$ cat config.mk
export PLATFORM = sky130hd
export DESIGN_NAME = spi_regs_top
export DESIGN_NICKNAME = d
export VERILOG_FILES = /design/src/spi_regs_pkg.sv /design/src/reg_bus_if.sv /design/src/read_collector.sv /design/src/reg_slice.sv /design/src/spi_cmd_decoder.sv /design/src/spi_regs_top.sv /design/src/spi_target.sv
export VERILOG_INCLUDE_DIRS = /design/src /design/src/src
export SDC_FILE = /design/constraint.sdc
export NUM_CORES = 1
export LEC_CHECK = 0
export BUFFER_PORTS_ARGS = -buffer_cell sky130_fd_sc_hd__buf_2
export CORE_MARGIN = 8
export CORE_UTILIZATION = 35
export CTS_CLUSTER_SIZE = 25
export DETAILED_ROUTE_END_ITERATION = 10
export HOLD_SLACK_MARGIN = 0.12
export PLACE_DENSITY = 0.6
export SYNTH_ARGS = -nofsm -noshare
export SYNTH_HDL_FRONTEND = slang
export SYNTH_HIERARCHICAL = 1
export SYNTH_SLANG_ARGS = --single-unit
$ cat constraint.sdc
create_clock -name clk -period 3.3 [get_ports clk]
set_input_delay 0.33 -clock clk [delete_from_list [all_inputs] [get_ports clk]]
set_output_delay 0.33 -clock clk [all_outputs]
set_load 0.1 [all_outputs]
$ cat src/spi_regs_consts.svh
// ##########################################################
// SPI register file constants
// slice geometry, address field widths and the ID byte
// ##########################################################

`ifndef SPI_REGS_CONSTS_SVH
`define SPI_REGS_CONSTS_SVH

`define SPI_REGS_NUM_SLICES 4       // register slices in the file
`define SPI_REGS_PER_SLICE  4       // byte registers per slice

`define SPI_REGS_SLICE_BITS 2       // slice field of an address
`define SPI_REGS_REG_BITS   2       // register field, low bits

`define SPI_REGS_ADDR_BITS  6       // address bits in a command byte

`define SPI_REGS_ID         8'hA5   // sent back during every command byte

`endif

$ cat src/spi_regs_pkg.sv
// ##########################################################
// SPI register file types
// opcode carried in the command byte and decoder FSM states
// ##########################################################

`default_nettype none

package spi_regs_pkg;

    // top two bits of a command byte
    typedef enum logic [1:0] {
        OP_WRITE = 2'b00,   // replace byte
        OP_READ  = 2'b01,   // return byte, no change
        OP_SET   = 2'b10,   // or in data bits
        OP_CLEAR = 2'b11    // clear data bits
    } reg_op_e;

    typedef enum logic [1:0] {
        ST_IDLE = 2'b00,    // deselected
        ST_CMD  = 2'b01,    // waiting for command byte
        ST_DATA = 2'b10     // burst data bytes
    } dec_state_e;

endpackage

`default_nettype wire

$ cat src/reg_bus_if.sv
// ##########################################################
// register operation bus
// one strobed op from the command decoder to the slices,
// address also read by the read collector
// ##########################################################

`timescale 1ns/1ps
`default_nettype none

`include "spi_regs_consts.svh"

interface reg_bus_if
    import spi_regs_pkg::*;
();

    logic                           op_stb;     // one clk pulse per op
    reg_op_e                        op;         // valid with op_stb
    logic [`SPI_REGS_ADDR_BITS-1:0] addr;       // held between strobes
    logic [7:0]                     wdata;      // valid with op_stb

    modport decoder (
        output op_stb,
        output op,
        output addr,
        output wdata
    );

    modport slice (
        input  op_stb,
        input  op,
        input  addr,
        input  wdata
    );

    modport collector (
        input  addr             // read select only
    );

endinterface

`default_nettype wire

$ cat src/read_collector.sv
// ##########################################################
// read collector
// registered mux over the slice read ports, zero for
// addresses past the mapped registers
// ##########################################################

`timescale 1ns/1ps
`default_nettype none

`include "spi_regs_consts.svh"

module read_collector (
    input  logic          clk,
    input  logic          reset_i,
    input  logic [7:0]    slice_data_i [`SPI_REGS_NUM_SLICES],  // per slice read byte
    reg_bus_if.collector  bus,
    output logic [7:0]    rd_byte_o     // one clk after addr
);

    logic [`SPI_REGS_SLICE_BITS-1:0] slice_sel;
    logic                            in_range;

    assign slice_sel = bus.addr[`SPI_REGS_SLICE_BITS+`SPI_REGS_REG_BITS-1:
                                `SPI_REGS_REG_BITS];

    // 16 mapped bytes, rest read as zero
    assign in_range = (bus.addr <
        `SPI_REGS_ADDR_BITS'(`SPI_REGS_NUM_SLICES * `SPI_REGS_PER_SLICE));

    always_ff @(posedge clk) begin
        if (reset_i) begin
            rd_byte_o <= 8'h00;
        end else begin
            rd_byte_o <= in_range ? slice_data_i[slice_sel] : 8'h00;
        end
    end

endmodule

`default_nettype wire

$ cat src/reg_slice.sv
// ##########################################################
// register slice
// a few byte registers with write, set bits and clear bits,
// combinational read port and register 0 to the pins
// ##########################################################

`timescale 1ns/1ps
`default_nettype none

`include "spi_regs_consts.svh"

module reg_slice
    import spi_regs_pkg::*;
#(
    parameter int SLICE_INDEX = 0       // set by the generate loop
) (
    input  logic       clk,
    input  logic       reset_i,
    reg_bus_if.slice   bus,
    output logic [7:0] rd_data_o,       // byte at register field of addr
    output logic [7:0] reg0_o           // register 0 for out pins
);

    logic [`SPI_REGS_PER_SLICE-1:0][7:0] regs;
    logic [`SPI_REGS_REG_BITS-1:0]       reg_sel;
    logic                                hit;    // addr falls in this slice

    assign reg_sel = bus.addr[`SPI_REGS_REG_BITS-1:0];

    // upper address bits must be zero so 16..63 hit nothing
    assign hit = (bus.addr[`SPI_REGS_ADDR_BITS-1:`SPI_REGS_REG_BITS] ==
                  (`SPI_REGS_ADDR_BITS - `SPI_REGS_REG_BITS)'(SLICE_INDEX));

    assign rd_data_o = regs[reg_sel];
    assign reg0_o    = regs[0];

    always_ff @(posedge clk) begin
        if (reset_i) begin
            regs <= '0;
        end else if (bus.op_stb && hit) begin
            unique case (bus.op)
                OP_WRITE: regs[reg_sel] <= bus.wdata;
                OP_SET:   regs[reg_sel] <= regs[reg_sel] | bus.wdata;
                OP_CLEAR: regs[reg_sel] <= regs[reg_sel] & ~bus.wdata;
                default:  regs[reg_sel] <= regs[reg_sel];   // read
            endcase
        end
    end

    // contents only move on a decoder strobe
    a_stable_without_stb: assert property (
        @(posedge clk) disable iff (reset_i)
        !bus.op_stb |=> $stable(regs)
    ) else $error("reg_slice %0d: register changed without op strobe", SLICE_INDEX);

endmodule

`default_nettype wire

$ cat src/spi_cmd_decoder.sv
// ##########################################################
// SPI command decoder
// first byte of a select period is opcode plus address,
// later bytes run a burst of register ops at rising addresses
// also picks the byte handed back to the SPI target
// ##########################################################

`timescale 1ns/1ps
`default_nettype none

`include "spi_regs_consts.svh"

module spi_cmd_decoder
    import spi_regs_pkg::*;
(
    input  logic       clk,
    input  logic       reset_i,
    input  logic       select_i,        // synced chip select level
    input  logic       rx_stb_i,        // byte received
    input  logic [7:0] rx_byte_i,
    input  logic       tx_stb_i,        // tx byte just loaded
    input  logic [7:0] rd_byte_i,       // registered read data
    output logic [7:0] tx_byte_o,       // next byte for CIPO
    reg_bus_if.decoder bus
);

    dec_state_e                     state;
    reg_op_e                        cmd_op;     // opcode of current burst
    reg_op_e                        rx_op;      // opcode field of rx byte
    logic [`SPI_REGS_ADDR_BITS-1:0] rx_addr;    // address field of rx byte
    logic [`SPI_REGS_ADDR_BITS-1:0] burst_addr; // next address to use
    logic [7:0]                     last_rx;    // echo and write data
    logic                           burst_stb;  // advance the burst

    assign rx_op   = reg_op_e'(rx_byte_i[7:`SPI_REGS_ADDR_BITS]);
    assign rx_addr = rx_byte_i[`SPI_REGS_ADDR_BITS-1:0];

    // reads step on each tx load, the rest on each received byte
    assign burst_stb = (cmd_op == OP_READ) ? tx_stb_i : rx_stb_i;

    assign bus.op    = cmd_op;
    assign bus.wdata = last_rx;

    always_ff @(posedge clk) begin
        if (reset_i) begin
            state      <= ST_IDLE;
            cmd_op     <= OP_WRITE;
            burst_addr <= '0;
            bus.addr   <= '0;
            bus.op_stb <= 1'b0;
        end else begin
            bus.op_stb <= 1'b0;                 // pulse
            if (!select_i) begin
                state <= ST_IDLE;               // deselect ends any burst
            end else begin
                unique case (state)
                    ST_IDLE: begin
                        state <= ST_CMD;
                    end
                    ST_CMD: begin
                        if (rx_stb_i) begin
                            cmd_op     <= rx_op;
                            burst_addr <= rx_addr;
                            state      <= ST_DATA;
                            if (rx_op == OP_READ) begin
                                // fetch first byte before first data load
                                bus.addr   <= rx_addr;
                                burst_addr <= rx_addr + 1'b1;
                                bus.op_stb <= 1'b1;
                            end
                        end
                    end
                    ST_DATA: begin
                        if (burst_stb) begin
                            bus.addr   <= burst_addr;
                            burst_addr <= burst_addr + 1'b1;   // wraps at 64
                            bus.op_stb <= 1'b1;
                        end
                    end
                    default: begin
                        state <= ST_IDLE;
                    end
                endcase
            end
        end
    end

    // data byte, no reset needed
    always_ff @(posedge clk) begin
        if (rx_stb_i) begin
            last_rx <= rx_byte_i;
        end
    end

    always_comb begin
        if (state != ST_DATA) begin
            tx_byte_o = `SPI_REGS_ID;           // answer to command byte
        end else if (cmd_op == OP_READ) begin
            tx_byte_o = rd_byte_i;
        end else begin
            tx_byte_o = last_rx;                // echo
        end
    end

    // no op leaves the decoder outside a select period
    a_no_op_idle: assert property (
        @(posedge clk) disable iff (reset_i)
        (state == ST_IDLE) |-> !bus.op_stb
    ) else $error("spi_cmd_decoder: op strobe while idle");

endmodule

`default_nettype wire

$ cat src/spi_regs_top.sv
// ##########################################################
// SPI register file top
// SPI target, command decoder, register slices and read
// collector, register 0 of each slice on out_o
// ##########################################################

`timescale 1ns/1ps
`default_nettype none

`include "spi_regs_consts.svh"

module spi_regs_top (
    input  logic                              clk,
    input  logic                              reset_i,
    input  logic                              spi_sck_i,
    input  logic                              spi_copi_i,
    input  logic                              spi_cs_i,     // active low
    output logic                              spi_cipo_o,
    output logic [`SPI_REGS_NUM_SLICES*8-1:0] out_o         // reg 0 of each slice
);

    logic       select;
    logic       rx_stb;
    logic [7:0] rx_byte;
    logic       tx_stb;
    logic [7:0] tx_byte;
    logic [7:0] rd_byte;

    logic [7:0] slice_rd   [`SPI_REGS_NUM_SLICES];
    logic [7:0] slice_reg0 [`SPI_REGS_NUM_SLICES];

    reg_bus_if bus ();

    spi_target u_spi_target (
        .clk               (clk),
        .reset_i           (reset_i),
        .spi_sck_i         (spi_sck_i),
        .spi_copi_i        (spi_copi_i),
        .spi_cs_i          (spi_cs_i),
        .transmit_byte_i   (tx_byte),
        .spi_cipo_o        (spi_cipo_o),
        .select_o          (select),
        .receive_strobe_o  (rx_stb),
        .receive_byte_o    (rx_byte),
        .transmit_strobe_o (tx_stb)
    );

    spi_cmd_decoder u_decoder (
        .clk       (clk),
        .reset_i   (reset_i),
        .select_i  (select),
        .rx_stb_i  (rx_stb),
        .rx_byte_i (rx_byte),
        .tx_stb_i  (tx_stb),
        .rd_byte_i (rd_byte),
        .tx_byte_o (tx_byte),
        .bus       (bus.decoder)
    );

    for (genvar i = 0; i < `SPI_REGS_NUM_SLICES; i++) begin : g_slice
        reg_slice #(
            .SLICE_INDEX (i)
        ) u_slice (
            .clk       (clk),
            .reset_i   (reset_i),
            .bus       (bus.slice),
            .rd_data_o (slice_rd[i]),
            .reg0_o    (slice_reg0[i])
        );

        assign out_o[i*8 +: 8] = slice_reg0[i];     // slice i on byte i
    end

    read_collector u_collector (
        .clk          (clk),
        .reset_i      (reset_i),
        .slice_data_i (slice_rd),
        .bus          (bus.collector),
        .rd_byte_o    (rd_byte)
    );

endmodule

`default_nettype wire

$ cat src/spi_target.sv
// ##########################################################
// SPI mode 0 byte target
// synchronizes SCK/COPI/CS to clk, shifts bytes in and out
// MSB first, strobes on each received and loaded byte
// SCK must stay at or below a quarter of clk
// ##########################################################

`timescale 1ns/1ps
`default_nettype none

module spi_target (
    input  logic       clk,                 // system clock
    input  logic       reset_i,             // sync, active high
    input  logic       spi_sck_i,           // SPI clock pin
    input  logic       spi_copi_i,          // data from initiator
    input  logic       spi_cs_i,            // chip select, active low
    input  logic [7:0] transmit_byte_i,     // next byte to shift out
    output logic       spi_cipo_o,          // data to initiator
    output logic       select_o,            // synced select level
    output logic       receive_strobe_o,    // one clk, byte received
    output logic [7:0] receive_byte_o,      // last received byte
    output logic       transmit_strobe_o    // one clk, byte loaded
);

    logic [1:0] cs_sync;        // shifts right, bit 0 is used
    logic [1:0] copi_sync;
    logic [2:0] sck_sync;       // extra stage for edge detect

    logic       sck_rise;
    logic       sck_fall;
    logic       cs_act;         // synced and inverted CS
    logic       copi_bit;

    logic [7:0] shift_q;        // in and out shift register
    logic [2:0] bit_cnt;        // bit within byte
    logic       sck_high;       // last edge seen was a rise

    assign sck_rise = (sck_sync[1:0] == 2'b10);    // newer bit high, older low
    assign sck_fall = (sck_sync[1:0] == 2'b01);
    assign cs_act   = cs_sync[0];
    assign copi_bit = copi_sync[0];                 // same delay as sck edge

    assign select_o   = cs_act;
    assign spi_cipo_o = shift_q[7];                 // MSB first

    always_ff @(posedge clk) begin
        if (reset_i) begin
            cs_sync           <= 2'b00;
            copi_sync         <= 2'b00;
            sck_sync          <= 3'b000;
            shift_q           <= 8'h00;
            bit_cnt           <= 3'd0;
            sck_high          <= 1'b0;
            receive_strobe_o  <= 1'b0;
            transmit_strobe_o <= 1'b0;
        end else begin
            sck_sync  <= {spi_sck_i, sck_sync[2:1]};
            copi_sync <= {spi_copi_i, copi_sync[1]};
            cs_sync   <= {~spi_cs_i, cs_sync[1]};   // CS pin is active low

            receive_strobe_o  <= 1'b0;              // pulses by default
            transmit_strobe_o <= 1'b0;

            if (!cs_act) begin
                // idle, keep first byte on CIPO for mode 0
                shift_q           <= transmit_byte_i;
                transmit_strobe_o <= 1'b1;
                bit_cnt           <= 3'd0;
                sck_high          <= 1'b0;
            end else if (!sck_high && sck_rise) begin
                sck_high <= 1'b1;
                shift_q  <= {shift_q[6:0], copi_bit};   // sample on rise
                if (bit_cnt == 3'd7) begin
                    receive_strobe_o <= 1'b1;
                end
            end else if (sck_high && sck_fall) begin
                sck_high <= 1'b0;
                bit_cnt  <= bit_cnt + 3'd1;             // wraps to 0 after bit 7
                if (bit_cnt == 3'd7) begin
                    shift_q           <= transmit_byte_i;   // next byte out
                    transmit_strobe_o <= 1'b1;
                end
            end
        end
    end

    // received byte, no reset needed
    always_ff @(posedge clk) begin
        if (cs_act && !sck_high && sck_rise && bit_cnt == 3'd7) begin
            receive_byte_o <= {shift_q[6:0], copi_bit};
        end
    end

    // rise and fall of SCK are separated by at least two clk
    a_strobes_exclusive: assert property (
        @(posedge clk) disable iff (reset_i)
        !(receive_strobe_o && transmit_strobe_o)
    ) else $error("spi_target: receive and transmit strobe together");

endmodule

`default_nettype wire

Yosys cells after proc, flatten, opt, wreduce, memory -nomap -nowiden
Index checks and enable logic that the tools add are counted.
{ "word_totals": {"regBits": 190, "latch_bits": 0, "ramBits": 0, "mem_bits_ro": 0, "input_bits": 5, "output_inout_bits": 33, "word_cells": 157, "memories": 0} }
{ "op_classes": {"n_addsub": 3, "multipliers": 0, "n_div": 0, "magnitude_cmp": 4, "eq_ne": 18, "shift": 0, "mux": 60, "bitwise": 15, "n_reduce_logical": 25} }
{ "op_table": {"columns": ["cell", "count"], "rows": [
  ["32-bit bitwise mux", 16],
  ["32-bit one-hot mux with 3 select lines", 4],
  ["8-bit two-way mux", 13],
  ["8-bit binary-select mux with 2-bit select", 5],
  ["6-bit two-way mux", 6],
  ["8-bit AND", 4],
  ["8-bit OR", 4],
  ["6-bit one-hot mux with 2 select lines", 2],
  ["8-bit demux with 2-bit select", 1],
  ["6-bit by 1-bit adder with 6-bit output (second input constant)", 2],
  ["1-bit logical AND", 10],
  ["1-bit two-way mux", 10],
  ["2-bit by 1-bit == test with 1-bit output (second input constant)", 4],
  ["2-bit == test (second input constant)", 4],
  ["4-bit by 2-bit == test with 1-bit output (second input constant)", 2],
  ["8-bit inverter", 1],
  ["6-bit by 5-bit < comparator with 1-bit output (second input constant)", 1],
  ["3-bit != test (second input constant)", 2],
  ["2-bit one-hot mux with 3 select lines", 1],
  ["2-bit AND reduction", 3],
  ["1-bit inverter", 5],
  ["5-bit AND reduction", 1],
  ["4-bit by 1-bit == test with 1-bit output (second input constant)", 1],
  ["2-bit logical NOT", 2],
  ["other kinds (17)", 21]
]} }

Depth between registers and ports, before layout
Gate-level depths: netlist (run 1).
{ "depth": {"depth_word": 7, "ltp_mapped": 8, "mapped_depth_nobuf": 6} }

Hierarchy
Netlist (run 1), hierarchy kept.
{ "by_module_without_submodules": {"columns": ["mod", "n_inst", "cells_each", "area_per_inst_um2", "seq_area_each_um2"], "rows": [
  ["reg_slice at g_slice[1].u_slice ...", 2, 132, 1500.2, 640.6],
  ["reg_slice at g_slice[3].u_slice", 1, 130, 1512.7, 640.6],
  ["reg_slice at g_slice[0].u_slice", 1, 132, 1467.7, 640.6],
  ["spi_cmd_decoder", 1, 163, 1436.4, 580.6],
  ["spi_target", 1, 85, 1094.8, 660.6],
  ["read_collector", 1, 38, 406.6, 160.2]
]} }

Least setup slack after synthesis (run 1)
OpenSTA, ideal clock, no wires.
{ "synth_timing": {"kind": "register to register", "startpoint": "register u_decoder.cmd_op[0] (netlist: u_decoder/bus.op[0])", "endpoint": "register u_decoder.burst_addr[5]", "setup_time_ns": 0.095, "arrival_time_ns": 2.367, "t_required_ns": 3.205, "slack_ns": 0.837, "path_stages_with_launch": 6, "n_path_buf": 1, "period_less_slack_ns": 2.463, "path_cell_list": "dfxtp_1 or3b_1 a221o_1 buf_2 a2111o_1 o311ai_1"} }
{ "synth_via": {"elab_chain_cells": 4} }
{ "synth_lines": {"columns": ["element", "line", "rtl"], "rows": [
  ["start, declared", "spi_cmd_decoder.sv:28", "reg_op_e cmd_op;"],
  ["start signal, assigned", "spi_cmd_decoder.sv:62", "cmd_op <= rx_op;"],
  ["2-bit by 1-bit == test with 1-bit output", "spi_cmd_decoder.sv:39", "assign burst_stb = (cmd_op == OP_READ) ? tx_stb_i : rx_stb_i;"],
  ["1-bit two-way mux", "spi_cmd_decoder.sv:39", null],
  ["2-bit by 1-bit != test with 1-bit output (no line)", null, null],
  ["4-bit AND reduction (no line)", null, null],
  ["end signal, assigned", "spi_cmd_decoder.sv:63", "burst_addr <= rx_addr;"],
  ["end signal, assigned", "spi_cmd_decoder.sv:68", "burst_addr <= rx_addr + 1'b1;"],
  ["end signal, assigned", "spi_cmd_decoder.sv:76", "burst_addr <= burst_addr + 1'b1;"],
  ["end, declared", "spi_cmd_decoder.sv:31", "logic [`SPI_REGS_ADDR_BITS-1:0] burst_addr;"]
]} }
Every way passes these cells.
A chain may end at the register's enable or synchronous reset.

Worst setup path after layout (run 1)
{ "layout_timing": {"startpoint": "register u_decoder.state[0]", "endpoint": "register u_decoder.bus.addr[5]"} }
{ "layout_via": {"elab_chain_cells": 3, "elab_cells_between_ends": 8, "cone_classes": "5 x eq/ne; 1 x mux; 2 x reduce/logical"} }
{ "layout_lines": {"columns": ["element", "line", "rtl"], "rows": [
  ["start, declared", "spi_cmd_decoder.sv:27", "dec_state_e state;"],
  ["start signal, assigned", "spi_cmd_decoder.sv:46", "state <= ST_IDLE;"],
  ["start signal, assigned", "spi_cmd_decoder.sv:54", "state <= ST_IDLE;"],
  ["start signal, assigned", "spi_cmd_decoder.sv:58", "state <= ST_CMD;"],
  ["2-bit by 1-bit == test with 1-bit output / 2-bit == test (equally long branches)", "spi_cmd_decoder.sv:56", "unique case (state)"],
  ["2-bit by 1-bit != test with 1-bit output (no line), or another cell as far along", null, null],
  ["5-bit AND reduction (no line)", null, null],
  ["end signal, assigned", "spi_cmd_decoder.sv:67", "bus.addr <= rx_addr;"],
  ["end signal, assigned", "spi_cmd_decoder.sv:75", "bus.addr <= burst_addr;"],
  ["end, declared", "reg_bus_if.sv:24", "output addr,"]
]} }
Parallel ways exist; a longest one is shown, timed or not.

==> results of run 1 <==
## cells in the final DEF, fill, tap and decap left out, types with 7 or more instances in the layout
cell type | Yosys | layout
a21oi_1 | 26 | 26
a221oi_1 | 7 | 7
a22o_1 | 128 | 128
a31oi_1 | 8 | 8
and3b_1 | 8 | 8
buf_2 | 13 | 37
buf_4 | 33 | 12
clkbuf_16 | 0 | 17
dfxtp_1 | 174 | 171
edfxtp_1 | 16 | 16
ha_1 | 8 | 8
inv_1 | 44 | 44
mux2i_1 | 35 | 35
mux4_2 | 31 | 31
nand2_1 | 21 | 21
nand2b_1 | 7 | 7
nand3_1 | 10 | 10
nor2_1 | 18 | 18
nor2b_1 | 45 | 45
o21ai_0 | 24 | 24
o21ai_1 | 15 | 15
o21ai_2 | 31 | 31
o22ai_1 | 9 | 9
## worst paths after layout
kind / start / to / slack [ps] / depth (start not counted)
worst max register to register: u_decoder/state[0] / u_decoder/bus.addr[5] / 690 / 6
worst min register to register: u_spi_target/copi_sync[1] / u_spi_target/copi_sync[0] / 440 / 1
worst min-delay path: u_spi_target/copi_sync[1] / u_spi_target/copi_sync[0] / 440 / 1
worst max-delay path: u_decoder/state[0] / u_decoder/bus.addr[5] / 690 / 6
## final cells by class
type	count	area, sq um	share of cell area (%)
multi-input combinational	511	4350	44.3
sequential	190	3970	40.3
clock buffer	17	425	4.33
tap	330	413	4.20
timing repair buffer	52	305	3.10
clock inverter	15	205	2.09
inverter	44	165	1.68
## synth_stat cells, types with 8 or more instances
library cell and n:
a21oi_1 26, dfxtp_1 174, o21ai_1 15, a31oi_1 8, nor2_1 18, clkbuf_1 13, mux2i_1 35, o22ai_1 9
ha_1 8, buf_2 13, nand2_1 21, edfxtp_1 16, and3b_1 8, a22o_1 128, o21ai_0 24, nor2b_1 45
buf_4 33, inv_1 44, mux4_2 31, o21ai_2 31, nand3_1 10
## power by group through the flow
stage	Combinational, mW	Sequential [mW]	Clock (mW)
finish	0.0939	2.34	2.16
global placement	0.0909	2.39	0
floorplan	0.0556	2.39	0
global route	0.102	2.34	2.31
CTS	0.0943	2.34	2.21
detailed placement	0.0914	2.39	0
## metal layers
layer  track usage (%)  wire, um
met1              20.1     10600
met2              24.1     10800
met3              2.88       840
met4              4.13       297
met5                 0         0
## kinds of logic (layout without fill, tap and decap cells)
logic type | count (synthesis) | in the layout | share of synthesized area, %
compound gates | 270 | 270 | 23.4
xor+xnor | 3 | 3 | 0.295
fa+ha+maj | 8 | 8 | 1.12
buf+inv | 111 | 128 | 6.75
flops | 190 | 190 | 44.4
mux | 67 | 67 | 12.1
simple gates | 163 | 163 | 11.9
## worst max-delay path, delay by kind of cell, from the launching register on
kind | cells | cell delay, ps
compound gates | 4 | 1320
flops | 1 | 340
buf+inv | 1 | 90
fa+ha+maj | 1 | 780
==> impl_metrics.py, run 1 <==
metrics = {
    "run_status": {
        "status": "completed",
    },
    "placement": {
        "dp_cells": 1124,
        "pre_cts_slack_ps": 736,
        "placed_area_sq_mm": 0.00917,
        "hpwl_um": 15100,
        "portBuffers": 37,
        "gp_congestion": 0.810,
    },
    "power": {
        "switching_share_pct": 25.7,
        "internal-power_mw": 3.41,
        "seqPwrFrac_pct": 50.9,
        "clkPwrFrac_pct": 47.1,
        "combPwrFrac_pct": 2.0,
        "switching_power_mw": 1.18,
        "power_leakage_nw": 3.59,
        "max-vdd-ir-drop_mv": 0.292,
        "powerDensity_mw_per_mm2": 467,
        "finalPower_mw": 4.60,
    },
    "timing": {
        "fin_ws_ps": 688,
        "hold_viol": 0,
        "whs_ps": 438,
        "tightestPinTransition_ps": 993,
        "max_clock_freq_mhz": 383,
        "period_minus_slack_ps": 2610,
        "timing.max_slew.rel_slack_pct": 33.8,
        "grt_setup_unrepaired": "no",
        "fin_skew_ps": 29.3,
        "setup_violations": 0,
        "finalCritPeriodShare_pct": 79.2,
        "slew_viol_final": 0,
        "setup_tns_ps": 0,
    },
    "run": {
        "drv_cap": 0,
    },
    "clocking": {
        "clk_pin_slew_worst_paths_ps": 80,
        "cts_buffer_depth": 2,
        "cts_sinks": 190,
        "numCtsBuffers": 17,
        "clock-root-buffer": "clkbuf_16",
        "tritoncts": "built",
        "post_cts_buffers": 0,
        "holdBufCountCts": 3,
        "cts_resized": 0,
        "clk_latency_ps": 450,
        "htree_num_levels": 4,
    },
    "global_routing": {
        "antenna_found_initial": 0,
        "grt_pass1_vias": 6371,
        "grt_pass1_wl_um": 36700,
        "grt_max_degree": 46,
        "overflow": 0,
        "track_usage_pct": 15.0,
    },
    "routing": {
        "viasPerCell": 5.55,
        "drt-initial-drc-count": 483,
        "dr_total_vias": 6436,
        "drc": 0,
        "wirelength_um": 22500,
        "routedWlPerCell_um": 19.4,
        "ant_nets": 0,
        "drtPass1Iterations": 6,
    },
    "worst_setup_path": {
        "worst_path_max_delay_cell": "ha_1",
        "crit_arrival_ps": 2960,
        "crit_chain": "inv_1 -> ha_1 -> o21ai_1 -> a21oi_1 -> a21oi_1 -> a311oi_1",
        "endpoint_kind": "register",
        "startpoint_type": "register",
        "cp_common_cell": "a21oi_1",
        "worstPathRequired_ps": 3640,
        "critPathMaxStageDelay_ps": 780,
        "cp_max_fo": 26,
        "crit_type": "reg -> reg",
    },
    "synthesis": {
        "synthDistinctLibCells": 69,
        "ys_warn_count": 6,
        "synth_area_sq_mm": 0.00892,
        "synthCells": 812,
        "avgSynthCellArea_sq_um": 11.0,
        "synth_top_area_share_pct": 39.1,
        "netlist_top_cells_area": "dfxtp_1 39%, a22o_1 13%, mux4_2 7.8%",
        "seq_area_frac_synth_pct": 44.4,
        "synth_edf_count": 16,
        "syn_nets": 825,
        "ys_ff_latch": 190,
        "synthFlopType": "dfxtp_1",
        "async_flop_share_pct": 0,
        "synth_top_area_cell": "dfxtp_1",
    },
    "die": {
        "die_w_um": 176,
        "pin_count": 38,
        "initial_core_util_pct": 35.5,
        "dieArea_sq_mm": 0.0308,
        "die_y_um": 176,
        "core_area_sq_mm": 0.0251,
        "rows": 58,
    },
    "final_layout": {
        "fin_area_sq_mm": 0.00983,
        "diodes": 0,
        "postLayoutCoreUtil_pct": 39.2,
        "instances_no_fill": 1159,
        "fill_cells": 2501,
        "drive_gt1_share_pct": 19.7,
        "area_growth_syn_to_layout_pct": 10.3,
        "nets": 829,
    },
    "hold_path": {
        "hold_path_class": "reg -> reg",
    },
}
Note: power is estimated with default switching activity, not from simulation.
==> run 2: changes to the inputs <==
clock period = 2.55 ns   (was 3.3 ns; I/O delays follow)
==> run 2 against run 1 <==
Non-clock buffer count up 17. Maximum frequency up 21%. Worst hold slack better by 3.0 ps. Register-to-register slack worse by 290 ps. Core utilization up 0.76 points. First-iteration DRC count down 6.2%. Die area unchanged. Routed wire length about the same. Sequential share of layout area down 0.77 points. Clock-buffer cell count unchanged.
==> impl_metrics.py, run 2 (synthesis gave the netlist of run 1 again) <==
metrics = {
    "die": {
        "die_y_um": 176,
        "pin_count": 38,
        "dieArea_sq_mm": 0.0308,
        "core_area_sq_mm": 0.0251,
        "die_w_um": 176,
        "initial_core_util_pct": 35.5,
        "rows": 58,
    },
    "power": {
        "seqPwrFrac_pct": 50.2,
        "clkPwrFrac_pct": 47.5,
        "internal-power_mw": 4.58,
        "finalPower_mw": 6.02,
        "powerDensity_mw_per_mm2": 600,
        "switching_power_mw": 1.44,
        "max-vdd-ir-drop_mv": 0.373,
        "switching_share_pct": 23.8,
        "combPwrFrac_pct": 2.3,
        "power_leakage_nw": 3.69,
    },
    "worst_setup_path": {
        "endpoint_kind": "register",
        "crit_end": "u_decoder/burst_addr[0]",
        "startpoint_type": "register",
        "crit_type": "reg -> reg",
        "crit_path_start": "u_decoder/state[1]",
        "r2r_start": "u_decoder/state[1]",
        "reg2reg_slack_ps": 390,
        "r2r-end": "u_decoder/burst_addr[0]",
        "worstPathRequired_ps": 2910,
        "crit_arrival_ps": 2520,
        "cp_max_fo": 12,
        "worst_r2r_path_depth": 6,
    },
    "clocking": {
        "clk_pin_slew_worst_paths_ps": 70,
        "clock-root-buffer": "clkbuf_16",
        "cts_resized": 0,
        "numCtsBuffers": 17,
        "cts_sinks": 190,
        "clk_latency_ps": 440,
        "cts_buffer_depth": 2,
        "post_cts_buffers": 0,
        "holdBufCountCts": 3,
        "tritoncts": "built",
        "htree_num_levels": 4,
    },
    "routing": {
        "ant_nets": 0,
        "drt-initial-drc-count": 453,
        "drtPass1Iterations": 5,
        "viasPerCell": 5.48,
        "routedWlPerCell_um": 19.2,
        "wirelength_um": 22500,
        "dr_total_vias": 6444,
        "drc": 0,
    },
    "timing": {
        "period_minus_slack_ps": 2160,
        "slew_viol_final": 0,
        "setup_violations": 0,
        "tightestPinTransition_ps": 918,
        "max_clock_freq_mhz": 464,
        "finalCritPeriodShare_pct": 84.6,
        "grt_setup_unrepaired": "no",
        "timing.max_slew.rel_slack_pct": 38.5,
        "fin_skew_ps": 14.7,
        "whs_ps": 440,
        "setup_tns_ps": 0,
        "hold_viol": 0,
    },
    "final_layout": {
        "nets": 846,
        "diodes": 0,
        "drive_gt1_share_pct": 21.3,
        "layout_commonest_cell": "dfxtp_1",
        "fill_cells": 2475,
        "area_growth_syn_to_layout_pct": 12.4,
        "final_cell_mix": "171 x dfxtp_1, 128 x a22o_1, 45 x nor2b_1, 44 x inv_1, 37 x buf_2",
    },
    "hold_path": {
        "hold_path_class": "reg -> reg",
    },
    "placement": {
        "gp_congestion": 0.803,
        "hpwl_um": 15300,
        "portBuffers": 37,
    },
    "global_routing": {
        "grt_pass1_vias": 6384,
        "grt_max_degree": 39,
        "track_usage_pct": 14.8,
        "overflow": 0,
        "grt_pass1_wl_um": 36200,
        "antenna_found_initial": 0,
    },
    "run": {
        "drv_cap": 0,
    },
    "run_status": {
        "status": "completed",
    },
}
run 2: worst min path at each step:
stage                              end  slack, ps  depth (start not counted)               startpoint
2_1_floorplan  u_spi_target/cs_sync[1]        320                          1                 spi_cs_i
5_1_grt        u_spi_target/cs_sync[0]        450                          1  u_spi_target/cs_sync[1]
3_5_place_dp   u_spi_target/cs_sync[1]        420                          2                 spi_cs_i
6_report       u_spi_target/cs_sync[0]        440                          1  u_spi_target/cs_sync[1]
3_3_place_gp   u_spi_target/cs_sync[0]        420                          1  u_spi_target/cs_sync[1]
4_1_cts        u_spi_target/cs_sync[0]        440                          1  u_spi_target/cs_sync[1]
run 2: layout make-up:
cell class,instances,area (sq um),area share (%)
clock inverter,15,219,2.18
multi-input combinational,511,4350,43.4
tap,330,413,4.12
timing repair buffer,69,483,4.82
clock buffer,17,425,4.24
sequential,190,3970,39.6
inverter,44,165,1.65
run 2: layer usage:
metal  vias to the layer above  wire [um]  track usage (%)  share of wire (%)
met4                         0        322             4.34                1.4
li1                       3127          -                -                  -
met5                         -          0                0                  0
met2                       139      10700             24.0                 48
met3                        24        895             2.73                4.0
met1                      3154      10600             19.7                 47
run 2: power groups by stage:
| stage | registers (mW) | logic [mW] | clock network [mW] |
|---|---|---|---|
| final | 3.02 | 0.136 | 2.86 |
| after global routing | 3.03 | 0.147 | 3.04 |
| after CTS | 3.02 | 0.137 | 2.91 |
| after detailed placement | 3.09 | 0.133 | 0 |
| after global placement | 3.09 | 0.133 | 0 |
| after floorplan | 3.10 | 0.0720 | 0 |
run 2: through the flow:
stage	instance area, sq um	util, %	cells	worst slack (ps)
final	10000	39.9	1176	394
after floorplan	8920	-	812	87.5
after detailed placement	9350	37.2	1141	430
after global routing	10000	39.9	1176	279
after CTS	10000	39.9	1176	403
after global placement	9350	37.2	1141	498
run 2: critical path, stage by stage, from the launching register on:
cell and delay [ps]:
dfxtp_1 360, inv_1 80, ha_1 240, or3b_1 370
a221o_1 460, or3_1 400, a31oi_1 170
